File: config.mk
export PLATFORM = sky130hd
export DESIGN_NAME = turfio_cmd_top
export DESIGN_NICKNAME = d
export VERILOG_FILES = /design/src/logic/turfio_cmd_pkg.sv /design/src/logic/turfio_cmd_decoder.sv /design/src/logic/turfio_cmd_top.sv /design/src/logic/turfio_sync_counter.sv /design/src/logic/turfio_trig_stamp.sv
export SDC_FILE = /design/constraint.sdc
export NUM_CORES = 1
export LEC_CHECK = 0
export BUFFER_PORTS_ARGS = -buffer_cell sky130_fd_sc_hd__buf_2
export CORE_ASPECT_RATIO = 0.7
export CORE_MARGIN = 5
export CORE_UTILIZATION = 30
export CTS_BUF_LIST = sky130_fd_sc_hd__clkbuf_8
export DETAILED_ROUTE_END_ITERATION = 7
export GPL_ROUTABILITY_DRIVEN = 0
export PLACE_DENSITY = 0.47
export SLEW_MARGIN = 0
export SYNTH_ARGS = -nofsm -noshare
export SYNTH_HDL_FRONTEND = slang
export SYNTH_SLANG_ARGS = --single-unit
File: constraint.sdc
create_clock -name init_clk -period 3.4 [get_ports init_clk]
set_clock_uncertainty 0.1 [all_clocks]
set_input_delay 0.68 -clock init_clk [delete_from_list [all_inputs] [get_ports init_clk]]
set_output_delay 0.68 -clock init_clk [all_outputs]
set_load 0.02 [all_outputs]
File: src/logic/turfio_cmd_pkg.sv
`default_nettype none

package turfio_cmd_pkg;

    //////////////////////////////////////////////////
    // Widths
    //////////////////////////////////////////////////

    // Full command word from the TURF link
    localparam int CMD_WIDTH = 32;
    // Opcode field at the top of the word
    localparam int OP_WIDTH = 4;
    // Trigger time carried in the low bits
    localparam int TRIG_TIME_WIDTH = 15;
    // Free-running clock count
    localparam int COUNT_WIDTH = 48;

    //////////////////////////////////////////////////
    // Encodings
    //////////////////////////////////////////////////

    // Command opcodes, bits 31:28 of the word
    // Codes 6 through 15 are illegal
    typedef enum logic [OP_WIDTH-1:0] {
        OP_NOP   = 4'd0,
        OP_SYNC  = 4'd1,
        OP_RESET = 4'd2,
        OP_STOP  = 4'd3,
        OP_PPS   = 4'd4,
        OP_TRIG  = 4'd5
    } cmd_op_e;

    // Run state kept by the decoder
    typedef enum logic {
        RUN_IDLE   = 1'b0,
        RUN_ACTIVE = 1'b1
    } run_state_e;

    //////////////////////////////////////////////////
    // Bundles
    //////////////////////////////////////////////////

    // Run-control pulses, one cycle each
    typedef struct packed {
        logic sync_req;
        logic run_reset;
        logic run_stop;
        logic pps;
        logic bad_cmd;
    } run_ctl_t;

    // Trigger request, 15-bit time within the epoch
    typedef struct packed {
        logic                       valid;
        logic [TRIG_TIME_WIDTH-1:0] trig_time;
    } trig_req_t;

    // Trigger with full timestamp
    typedef struct packed {
        logic                   valid;
        logic [COUNT_WIDTH-1:0] timestamp;
    } trig_stamp_t;

endpackage

`default_nettype wire

File: src/logic/turfio_cmd_decoder.sv
`timescale 1ns/100ps
`default_nettype none

module turfio_cmd_decoder import turfio_cmd_pkg::*; (
    input  logic                 init_clk,
    input  logic                 rst_n_i,
    // Command word and its one-cycle strobe
    input  logic [CMD_WIDTH-1:0] cmd_i,
    input  logic                 cmd_valid_i,
    // Decoded pulses
    output run_ctl_t             run_ctl_o,
    // Trigger request toward the stamper
    output trig_req_t            trig_req_o,
    // Run state as a level
    output logic                 run_active_o
);

    //////////////////////////////////////////////////
    // Input register
    //////////////////////////////////////////////////

    // Only opcode and trigger time are kept
    // Bits 27:15 are don't-care on this side
    logic                       cmd_valid_q;
    cmd_op_e                    op_q;
    logic [TRIG_TIME_WIDTH-1:0] trig_time_q;

    // Next-state values for the output stage
    run_ctl_t   ctl_d;
    trig_req_t  trig_d;
    run_state_e state_d;
    run_state_e state_q;

    always_ff @(posedge init_clk) begin
        if (!rst_n_i) begin
            cmd_valid_q <= 1'b0;
        end else begin
            cmd_valid_q <= cmd_valid_i;
        end
    end

    // Payload, loaded with each strobe
    always_ff @(posedge init_clk) begin
        if (cmd_valid_i) begin
            op_q        <= cmd_op_e'(cmd_i[CMD_WIDTH-1 -: OP_WIDTH]);
            trig_time_q <= cmd_i[TRIG_TIME_WIDTH-1:0];
        end
    end

    //////////////////////////////////////////////////
    // Decode
    //////////////////////////////////////////////////

    always_comb begin
        ctl_d          = '0;
        trig_d         = '0;
        state_d        = state_q;
        // Time rides along, qualified by valid
        trig_d.trig_time = trig_time_q;
        if (cmd_valid_q) begin
            case (op_q)
                // Nothing at all
                OP_NOP: begin
                end
                OP_SYNC: begin
                    ctl_d.sync_req = 1'b1;
                end
                // Start of run, counter gets cleared downstream
                OP_RESET: begin
                    ctl_d.run_reset = 1'b1;
                    state_d         = RUN_ACTIVE;
                end
                OP_STOP: begin
                    ctl_d.run_stop = 1'b1;
                    state_d        = RUN_IDLE;
                end
                OP_PPS: begin
                    ctl_d.pps = 1'b1;
                end
                // Triggers outside a run are dropped silently
                OP_TRIG: begin
                    trig_d.valid = (state_q == RUN_ACTIVE);
                end
                // Anything 6..15
                default: begin
                    ctl_d.bad_cmd = 1'b1;
                end
            endcase
        end
    end

    //////////////////////////////////////////////////
    // Output register
    //////////////////////////////////////////////////

    always_ff @(posedge init_clk) begin
        if (!rst_n_i) begin
            run_ctl_o  <= '0;
            trig_req_o <= '0;
            state_q    <= RUN_IDLE;
        end else begin
            run_ctl_o  <= ctl_d;
            trig_req_o <= trig_d;
            state_q    <= state_d;
        end
    end

    // Level straight off the state flop
    assign run_active_o = (state_q == RUN_ACTIVE);

endmodule

`default_nettype wire

File: src/logic/turfio_cmd_top.sv
`timescale 1ns/100ps
`default_nettype none

module turfio_cmd_top import turfio_cmd_pkg::*; #(
    // Sync marker period in clocks
    parameter int SYNC_PERIOD = 16
) (
    input  logic                           init_clk,
    input  logic                           rst_n_i,
    // TURF command path
    input  logic [CMD_WIDTH-1:0]           cmd_i,
    input  logic                           cmd_valid_i,
    // Sync configuration
    input  logic [$clog2(SYNC_PERIOD)-1:0] sync_offset_i,
    input  logic                           en_ext_sync_i,
    // Run control
    output run_ctl_t                       run_ctl_o,
    output logic                           run_active_o,
    // Timebase
    output logic [COUNT_WIDTH-1:0]         clock_count_o,
    output logic                           sync_o,
    output logic                           sync_pin_o,
    // Stamped triggers
    output trig_stamp_t                    trig_stamp_o
);

    //////////////////////////////////////////////////
    // Stage links
    //////////////////////////////////////////////////

    run_ctl_t               run_ctl;
    trig_req_t              trig_req;
    logic [COUNT_WIDTH-1:0] clock_count;

    assign run_ctl_o     = run_ctl;
    assign clock_count_o = clock_count;

    // Stage 1, word to pulses
    turfio_cmd_decoder u_decoder (
        .init_clk     (init_clk),
        .rst_n_i      (rst_n_i),
        .cmd_i        (cmd_i),
        .cmd_valid_i  (cmd_valid_i),
        .run_ctl_o    (run_ctl),
        .trig_req_o   (trig_req),
        .run_active_o (run_active_o)
    );

    // Stage 2, timebase
    turfio_sync_counter #(
        .SYNC_PERIOD (SYNC_PERIOD)
    ) u_sync (
        .init_clk      (init_clk),
        .rst_n_i       (rst_n_i),
        .run_ctl_i     (run_ctl),
        .sync_offset_i (sync_offset_i),
        .en_ext_sync_i (en_ext_sync_i),
        .clock_count_o (clock_count),
        .sync_o        (sync_o),
        .sync_pin_o    (sync_pin_o)
    );

    // Stage 3, full timestamp
    turfio_trig_stamp u_stamp (
        .init_clk      (init_clk),
        .rst_n_i       (rst_n_i),
        .trig_req_i    (trig_req),
        .clock_count_i (clock_count),
        .trig_stamp_o  (trig_stamp_o)
    );

endmodule

`default_nettype wire

File: src/logic/turfio_sync_counter.sv
`timescale 1ns/100ps
`default_nettype none

module turfio_sync_counter import turfio_cmd_pkg::*; #(
    // Cycles between sync markers, power of two
    parameter int SYNC_PERIOD = 16
) (
    input  logic                           init_clk,
    input  logic                           rst_n_i,
    // Pulses from the decoder
    input  run_ctl_t                       run_ctl_i,
    // Phase at which the marker fires
    input  logic [$clog2(SYNC_PERIOD)-1:0] sync_offset_i,
    // Lets the sync pin toggle
    input  logic                           en_ext_sync_i,
    // Clock count, cleared by run reset
    output logic [COUNT_WIDTH-1:0]         clock_count_o,
    // Marker, one cycle per period
    output logic                           sync_o,
    // Square wave for the SYNC pin
    output logic                           sync_pin_o
);

    // Phase register width
    localparam int PHASE_WIDTH = $clog2(SYNC_PERIOD);
    // Pin is high over the first half of the period
    localparam int HALF_PERIOD = SYNC_PERIOD / 2;

    logic [COUNT_WIDTH-1:0] count_q;
    logic [PHASE_WIDTH-1:0] phase_q;

    //////////////////////////////////////////////////
    // Clock count
    //////////////////////////////////////////////////

    // Run reset zeroes it for the cycle after the pulse
    // Counting resumes from there
    always_ff @(posedge init_clk) begin
        if (!rst_n_i) begin
            count_q <= '0;
        end else if (run_ctl_i.run_reset) begin
            count_q <= '0;
        end else begin
            count_q <= count_q + COUNT_WIDTH'(1);
        end
    end

    assign clock_count_o = count_q;

    //////////////////////////////////////////////////
    // Sync phase
    //////////////////////////////////////////////////

    // Wraps naturally since the period is a power of two
    // A sync request pulls it back to zero
    always_ff @(posedge init_clk) begin
        if (!rst_n_i) begin
            phase_q <= '0;
        end else if (run_ctl_i.sync_req) begin
            phase_q <= '0;
        end else begin
            phase_q <= phase_q + PHASE_WIDTH'(1);
        end
    end

    //////////////////////////////////////////////////
    // Marker and pin
    //////////////////////////////////////////////////

    // Offset lets the board shift the marker within the period
    assign sync_o = (phase_q == sync_offset_i);

    // Low half of the phase drives the pin high
    // held low when external sync is off
    assign sync_pin_o = en_ext_sync_i && (phase_q < PHASE_WIDTH'(HALF_PERIOD));

endmodule

`default_nettype wire

File: src/logic/turfio_trig_stamp.sv
`timescale 1ns/100ps
`default_nettype none

module turfio_trig_stamp import turfio_cmd_pkg::*; (
    input  logic                   init_clk,
    input  logic                   rst_n_i,
    // Request with 15-bit time
    input  trig_req_t              trig_req_i,
    // Current clock count
    input  logic [COUNT_WIDTH-1:0] clock_count_i,
    // Trigger with full 48-bit time
    output trig_stamp_t            trig_stamp_o
);

    // One epoch spans 2^15 counts
    localparam logic [COUNT_WIDTH-1:0] EPOCH = COUNT_WIDTH'(1) << TRIG_TIME_WIDTH;

    logic [COUNT_WIDTH-1:0] candidate;
    logic                   prev_epoch;
    logic [COUNT_WIDTH-1:0] stamp_d;
    logic [COUNT_WIDTH-1:0] stamp_q;
    logic                   valid_q;

    //////////////////////////////////////////////////
    // Epoch extension
    //////////////////////////////////////////////////

    // Upper 33 bits of count with the trigger time below
    assign candidate = {clock_count_i[COUNT_WIDTH-1:TRIG_TIME_WIDTH], trig_req_i.trig_time};

    // Time ahead of the count means it was issued last epoch
    assign prev_epoch = trig_req_i.trig_time > clock_count_i[TRIG_TIME_WIDTH-1:0];

    // Step back one epoch if so
    // wraps if the count is still inside the first epoch
    assign stamp_d = prev_epoch ? (candidate - EPOCH) : candidate;

    //////////////////////////////////////////////////
    // Output register
    //////////////////////////////////////////////////

    always_ff @(posedge init_clk) begin
        if (!rst_n_i) begin
            valid_q <= 1'b0;
        end else begin
            valid_q <= trig_req_i.valid;
        end
    end

    // Timestamp only moves on a real trigger
    always_ff @(posedge init_clk) begin
        if (trig_req_i.valid) begin
            stamp_q <= stamp_d;
        end
    end

    assign trig_stamp_o.valid     = valid_q;
    assign trig_stamp_o.timestamp = stamp_q;

endmodule

`default_nettype wire

### After elaboration in Yosys (flattened, before gate mapping)

Index checks and enable logic that the tools add are counted.

| cells by class | value |
|---|---|
| add/sub/neg operators | 3 |
| magnitude comparators | 2 |
| equal/unequal tests | 6 |
| multiplexer cells | 7 |
| bitwise logic cells | 1 |
| reduce and logical (&&, ||, !) cells | 9 |

Operators by type and width:

| operator | number |
|---|---|
| adder 48 x 1 -> 48 bit, second input constant | 1 |
| two-way mux 48 bit | 1 |
| subtractor 48 x 16 -> 48 bit, second input constant | 1 |
| > comparator 15 bit | 1 |
| equality test 4 x 2 -> 1 bit, second input constant | 2 |
| equality test 4 x 3 -> 1 bit, second input constant | 2 |
| OR reduction 6 bit | 1 |
| two-way mux 1 bit | 5 |
| adder 4 x 1 -> 4 bit, second input constant | 1 |
| equality test 4 x 1 -> 1 bit, second input constant | 1 |
| equality test 4 bit | 1 |
| logical NOT 4 bit | 1 |
| < comparator 4 bit, second input constant | 1 |
| AND reduction 2 bit | 2 |
| OR reduction 2 bit | 2 |
| AND reduction 3 bit | 1 |
| one-hot mux 1 bit (2 select lines) | 1 |
| nonzero test 2 bit | 1 |
| logical AND 1 bit | 1 |
| NOT 1 bit | 1 |

| storage, ports and cells | value |
|---|---|
| register bits | 143 |
| input bits | 40 |
| output and inout port bits | 105 |
| word-level logic and storage cells | 43 |

### Logic depth before layout (Yosys ltp)

| logic depth | value |
|---|---|
| depth after elaboration | 3 |
| mapped depth | 8 |
| mapped depth without buffers | 7 |

### Modules after synthesis

Synthesis repeated with hierarchy kept, for this count alone.

| second synthesis, totals | value |
|---|---|
| cell total of the unflattened synthesis | 551 |
| area total of the unflattened synthesis | 6214.7 um^2 |

Modules (own cells, without submodules):

| module | instances | cells an instance | area each (um^2) | seq. area each (um^2) |
|---|---|---|---|---|
| turfio_trig_stamp | 1 | 204 | 2576.2 | 1461.4 |
| turfio_sync_counter | 1 | 271 | 2407.3 | 1041.0 |
| turfio_cmd_decoder | 1 | 76 | 1231.2 | 1031.0 |

### Worst setup path after synthesis

OpenSTA, ideal clock, no wires.

| timing path | value |
|---|---|
| path type | register -> register |
| start | reg u_sync.count_q[0], in the netlist u_sync.clock_count_o[0] |
| end | reg u_sync.count_q[46], in the netlist u_sync.clock_count_o[46] |
| library setup time | 0.071 ns |
| arrival time | 2.510 ns |
| required time | 3.229 ns |
| setup slack | 0.719 ns |
| stages on the path, launching flop included | 8 |
| path buffers | 1 |
| period minus slack after synthesis | 2.681 ns |
| path through | dfxtp_1 ha_1 inv_1 or4_4 or4_4 buf_6 or3_1 a21oi_1 |

| between the ends | value |
|---|---|
| longest elaborated chain between the ends | 1 |

RTL lines:

| what | RTL line | RTL |
|---|---|---|
| from (decl) | turfio_sync_counter.sv:29 | `logic [COUNT_WIDTH-1:0] count_q;` |
| from (signal assigned) | turfio_sync_counter.sv:44 | `count_q <= count_q + COUNT_WIDTH'(1);` |
| adder 48 x 1 -> 48 bit | turfio_sync_counter.sv:44 |  |

Every way passes these cells.
A chain may end at the register's enable or synchronous reset.

### Final worst setup path

| timing path | value |
|---|---|
| start | reg u_sync.count_q[12], in the netlist u_sync.clock_count_o[12] |
| end | reg u_stamp.stamp_q[26], data pin |

| between the ends | value |
|---|---|
| longest elaborated chain between the ends | 2 |

RTL lines:

| what | RTL line | RTL |
|---|---|---|
| > comparator 15 bit | turfio_trig_stamp.sv:32 | `assign prev_epoch = trig_req_i.trig_time > clock_count_i[TRIG_TIME_WIDTH-1:0];` |
| two-way mux 48 bit | turfio_trig_stamp.sv:36 | `assign stamp_d = prev_epoch ? (candidate - EPOCH) : candidate;` |
| named net u_stamp.stamp_d[26] | turfio_trig_stamp.sv:20 | `logic [COUNT_WIDTH-1:0] stamp_d;` |
| to (signal assigned) | turfio_trig_stamp.sv:53 | `stamp_q <= stamp_d;` |
| to (decl) | turfio_trig_stamp.sv:21 | `logic [COUNT_WIDTH-1:0] stamp_q;` |

The timed path passes the listed nets, and every way through them passes these cells.

==> impl_metrics.xml <==
<?xml version="1.0" encoding="UTF-8"?>
<metrics>
  <group name="run_status">
    <metric name="outcome" unit="">complete, no violations</metric>
  </group>
  <group name="detailed_routing">
    <metric name="post_detailed_route_count_of_antenna_violating_nets" unit="">0</metric>
    <metric name="detail_route.iter0.violations" unit="">356</metric>
    <metric name="via_per_inst" unit="">4.90</metric>
    <metric name="drcViolationCount" unit="">0</metric>
    <metric name="detail_route.first_pass.iterations" unit="">4</metric>
    <metric name="finalWirelength" unit="mm">17.5</metric>
    <metric name="post_drt_wl_per_cell" unit="um">17.2</metric>
    <metric name="routed-via-count" unit="">4969</metric>
  </group>
  <group name="floorplanning">
    <metric name="io_pins" unit="">145</metric>
    <metric name="floorplan.core_area" unit="um2">20800</metric>
    <metric name="die_area" unit="um2">24200</metric>
    <metric name="y_dimension_of_the_die" unit="um">132</metric>
    <metric name="width_of_the_die" unit="um">184</metric>
    <metric name="core.rowCount" unit="">44</metric>
    <metric name="start_util" unit="%">30.5</metric>
  </group>
  <group name="clocking">
    <metric name="numCtsBuffers" unit="">17</metric>
    <metric name="cts_htree_levels" unit="">4</metric>
    <metric name="clk_latency" unit="ps">450</metric>
    <metric name="clkSlewWorstSetupHoldPaths" unit="ps">90</metric>
    <metric name="tritoncts" unit="">built</metric>
    <metric name="clockRootBuffer" unit="">sky130_fd_sc_hd__clkbuf_8</metric>
    <metric name="cts.path.max_buffers" unit="">2</metric>
    <metric name="clock-sinks" unit="">143</metric>
  </group>
  <group name="global_route">
    <metric name="first_global_vias" unit="">4954</metric>
    <metric name="grt_pass1_wl" unit="mm">28.0</metric>
    <metric name="grt-ovfl-total" unit="">0</metric>
    <metric name="grt_antenna_before_repair" unit="">0</metric>
    <metric name="grt_util_all_layers" unit="%">14.7</metric>
    <metric name="grt_max_degree" unit="">47</metric>
  </group>
  <group name="synth">
    <metric name="netlist_instances" unit="">585</metric>
    <metric name="synth-seq-cells" unit="">143</metric>
    <metric name="ys_warn_count" unit="">0</metric>
    <metric name="synth_top_flop_cell" unit="">sky130_fd_sc_hd__dfxtp_1</metric>
    <metric name="synthesis.area_per_instance" unit="um2">10.8</metric>
    <metric name="synth_fp_nets" unit="">644</metric>
    <metric name="sequential_to_total_area_share_from_yosys_stat" unit="%">55.8</metric>
    <metric name="ys_types" unit="">45</metric>
    <metric name="mappedNetlistArea" unit="um2">6330</metric>
    <metric name="synth_async_sr_flop_share" unit="%">0</metric>
    <metric name="synth-edff-count" unit="">67</metric>
  </group>
  <group name="power_and_ir_drop">
    <metric name="cellLeakagePower" unit="nW">3.14</metric>
    <metric name="finalPower" unit="mW">3.52</metric>
    <metric name="ir_drop" unit="mV">0.222</metric>
    <metric name="power_density" unit="nW/um2">453</metric>
  </group>
  <group name="sta">
    <metric name="setup_tns" unit="ps">0</metric>
    <metric name="worst_slew_margin_rel" unit="%">40.3</metric>
    <metric name="finalHoldViolCount" unit="">0</metric>
    <metric name="final_min_period_over_clock_period" unit="%">91.5</metric>
    <metric name="worst_slew_pin_slew" unit="ps">896</metric>
    <metric name="setup_violations" unit="">0</metric>
    <metric name="maxSlewViolCount" unit="">0</metric>
    <metric name="layout_min_cycle_time" unit="ps">3110</metric>
    <metric name="rsz0062_at_grt" unit="">false</metric>
    <metric name="setup_ws" unit="ps">290</metric>
    <metric name="clock.fmax" unit="MHz">321</metric>
  </group>
  <group name="placement">
    <metric name="placed_cells" unit="">982</metric>
    <metric name="pre_cts_ws" unit="ps">297</metric>
    <metric name="port_buffers" unit="">131</metric>
    <metric name="dp_hpwl" unit="mm">12.9</metric>
  </group>
  <group name="worst_setup_path">
    <metric name="worst-path-max-fanout" unit="">14</metric>
    <metric name="crit_path_cell_trace" unit="">inv_1 -&gt; ha_1 -&gt; nand4_1 -&gt; nor4_1 -&gt; a22oi_1 -&gt; buf_4 -&gt; buf_4 -&gt; a2111oi_0 -&gt; buf_4 -&gt; xnor2_1</metric>
    <metric name="worstSetupStartpointType" unit="">flop</metric>
    <metric name="cp.arrival" unit="ps">3210</metric>
    <metric name="path_delay_family" unit="">buffers and inverters</metric>
    <metric name="slowest_delay" unit="ps">580</metric>
    <metric name="critical-path-slowest-cell" unit="">sky130_fd_sc_hd__a2111oi_0</metric>
    <metric name="critical_path.most_common_cell" unit="">sky130_fd_sc_hd__buf_4</metric>
    <metric name="worst_ep_required_time" unit="ps">3490</metric>
    <metric name="worst-setup-path-type" unit="">flop to flop</metric>
    <metric name="worst-path-buf-inv" unit="">4</metric>
    <metric name="end_kind" unit="">flop</metric>
  </group>
  <group name="finish">
    <metric name="post_layout_nonfiller_instances" unit="">1014</metric>
    <metric name="layout_overhead_on_the_synthesized_area" unit="%">22.6</metric>
    <metric name="final_antenna_diode_count" unit="">0</metric>
    <metric name="layout.nets" unit="">784</metric>
    <metric name="post_route_cells_drive_above_1_share" unit="%">26.6</metric>
  </group>
  <group name="hold_path">
    <metric name="holdCritPathClass" unit="">primary input to flop</metric>
  </group>
  <group name="run">
    <metric name="drv.max_cap_violation_count" unit="">0</metric>
  </group>
</metrics>
==> layout by cell type, fill, tap and decap left out, drive strengths merged, types with 4 or more instances in the layout <==
cell type,count
buf,154
edfxtp,67
a21oi,29
o31ai,9
xnor2,31
dfxtp,76
or3,17
nor2,44
xor2,33
nand3,22
and2,21
inv,34
nor4,13
o21ai,14
nor3,12
nand2,23
and4,4
a2111oi,13
a211oi,17
ha,19
and3,8
nand4,14
or4,20
clkbuf,17
==> layer usage <==
metal,vias up,share of wire [%],track usage [%],wire [um]
li1,2424,-,-,-
met1,2396,50,21.7,8770
met2,137,41,20.5,7250
met3,12,7.3,4.94,1280
met4,0,1.1,3.80,188
met5,-,0,0,0
==> cell type report <==
cell class | count | area [um2]
Tap cell | 276 | 345
Timing Repair Buffer | 154 | 828
Clock inverter | 15 | 148
Inverter | 26 | 97.6
Clock buffer | 17 | 234
Sequential cell | 143 | 3530
Multi-Input combinational cell | 383 | 2580
Fill cell | 2091 | 13000
==> final timing paths <==
check        depth (start not counted)                                   to  slack, ps                                 from
max                                 10        u_stamp.stamp_q[26]$_DFFE_PP_        290  u_sync.clock_count_o[12]$_SDFF_PP0_
min                                  1  u_decoder.trig_time_q[14]$_DFFE_PP_        300                            cmd_i[14]
max reg2reg                         10        u_stamp.stamp_q[26]$_DFFE_PP_        290  u_sync.clock_count_o[12]$_SDFF_PP0_
min reg2reg                          0         u_stamp.stamp_q[0]$_DFFE_PP_        340   u_decoder.trig_req_o[0]$_SDFF_PN0_
==> Yosys cell counts (2+ instances only) <==
| master | count | area [um2] |
|---|---|---|
| sky130_fd_sc_hd__dfxtp_1 | 76 | 1520 |
| sky130_fd_sc_hd__edfxtp_1 | 67 | 2010 |
| sky130_fd_sc_hd__nor2_1 | 44 | 165 |
| sky130_fd_sc_hd__xor2_1 | 33 | 289 |
| sky130_fd_sc_hd__xnor2_1 | 31 | 272 |
| sky130_fd_sc_hd__a21oi_1 | 29 | 145 |
| sky130_fd_sc_hd__clkbuf_1 | 27 | 101 |
| sky130_fd_sc_hd__inv_1 | 26 | 97.6 |
| sky130_fd_sc_hd__nand2_1 | 23 | 86.3 |
| sky130_fd_sc_hd__nand3_1 | 22 | 110 |
| sky130_fd_sc_hd__and2_1 | 21 | 131 |
| sky130_fd_sc_hd__ha_1 | 19 | 238 |
| sky130_fd_sc_hd__a211oi_1 | 17 | 128 |
| sky130_fd_sc_hd__or3_1 | 17 | 106 |
| sky130_fd_sc_hd__or4_1 | 16 | 120 |
| sky130_fd_sc_hd__o21ai_0 | 14 | 70.1 |
| sky130_fd_sc_hd__nand4_1 | 13 | 81.3 |
| sky130_fd_sc_hd__nor4_1 | 13 | 81.3 |
| sky130_fd_sc_hd__nor3_1 | 12 | 60.1 |
| sky130_fd_sc_hd__a2111oi_0 | 11 | 96.3 |
| sky130_fd_sc_hd__o31ai_1 | 9 | 67.6 |
| sky130_fd_sc_hd__and3_1 | 8 | 50.1 |
| sky130_fd_sc_hd__and4_1 | 4 | 35.0 |
| sky130_fd_sc_hd__buf_1 | 4 | 15.0 |
| sky130_fd_sc_hd__or4_4 | 4 | 45.0 |
| sky130_fd_sc_hd__nand2b_1 | 3 | 18.8 |
| sky130_fd_sc_hd__nand4b_1 | 3 | 26.3 |
| sky130_fd_sc_hd__or2_2 | 2 | 12.5 |
==> flip-flops by register name, indices dropped and copies added (netlist names) <==
signal and cells:
u_stamp.valid_q 1, u_sync.clock_count_o 48, u_decoder.run_active_o 1, u_decoder.run_ctl_o 5
u_decoder.trig_time_q 15, u_stamp.stamp_q 48, u_decoder.cmd_valid_q 1, u_decoder.trig_req_o 16
u_sync.phase_q 4, u_decoder.op_q 4
==> what timing repair did <==
| action | CTS | global route |
|---|---|---|
| buffers inserted | 0 | 0 |
| hold buffers | 0 | 0 |
| gates resized for setup | 0 | 1 |
| setup endpoints to repair | 0 | 1 |
==> cells by family after synthesis <==
logic type,share of synthesized area [%]
compound gates,9.44
mux,0.158
buf+inv,3.67
simple gates,18.3
flops,55.8
fa+ha+maj,3.75
xor+xnor,8.85
==> where the power goes <==
group | internal (mW) | total (mW) | switching (mW)
clock network | 0.599 | 1.34 | 0.738
registers | 1.86 | 1.88 | 0.0249
logic | 0.128 | 0.299 | 0.170
==> metrics by stage <==
step | instance area [um2] | util [%] | hold WS (ps)
detailed placement | 7380 | 35.6 | 322
finish | 7760 | 37.4 | 297
floorplan | 6330 | - | 308
global placement | 7380 | 35.6 | 323
global route | 7760 | 37.4 | 258
CTS | 7760 | 37.4 | 265
Note: power is estimated with default switching activity, not from simulation.
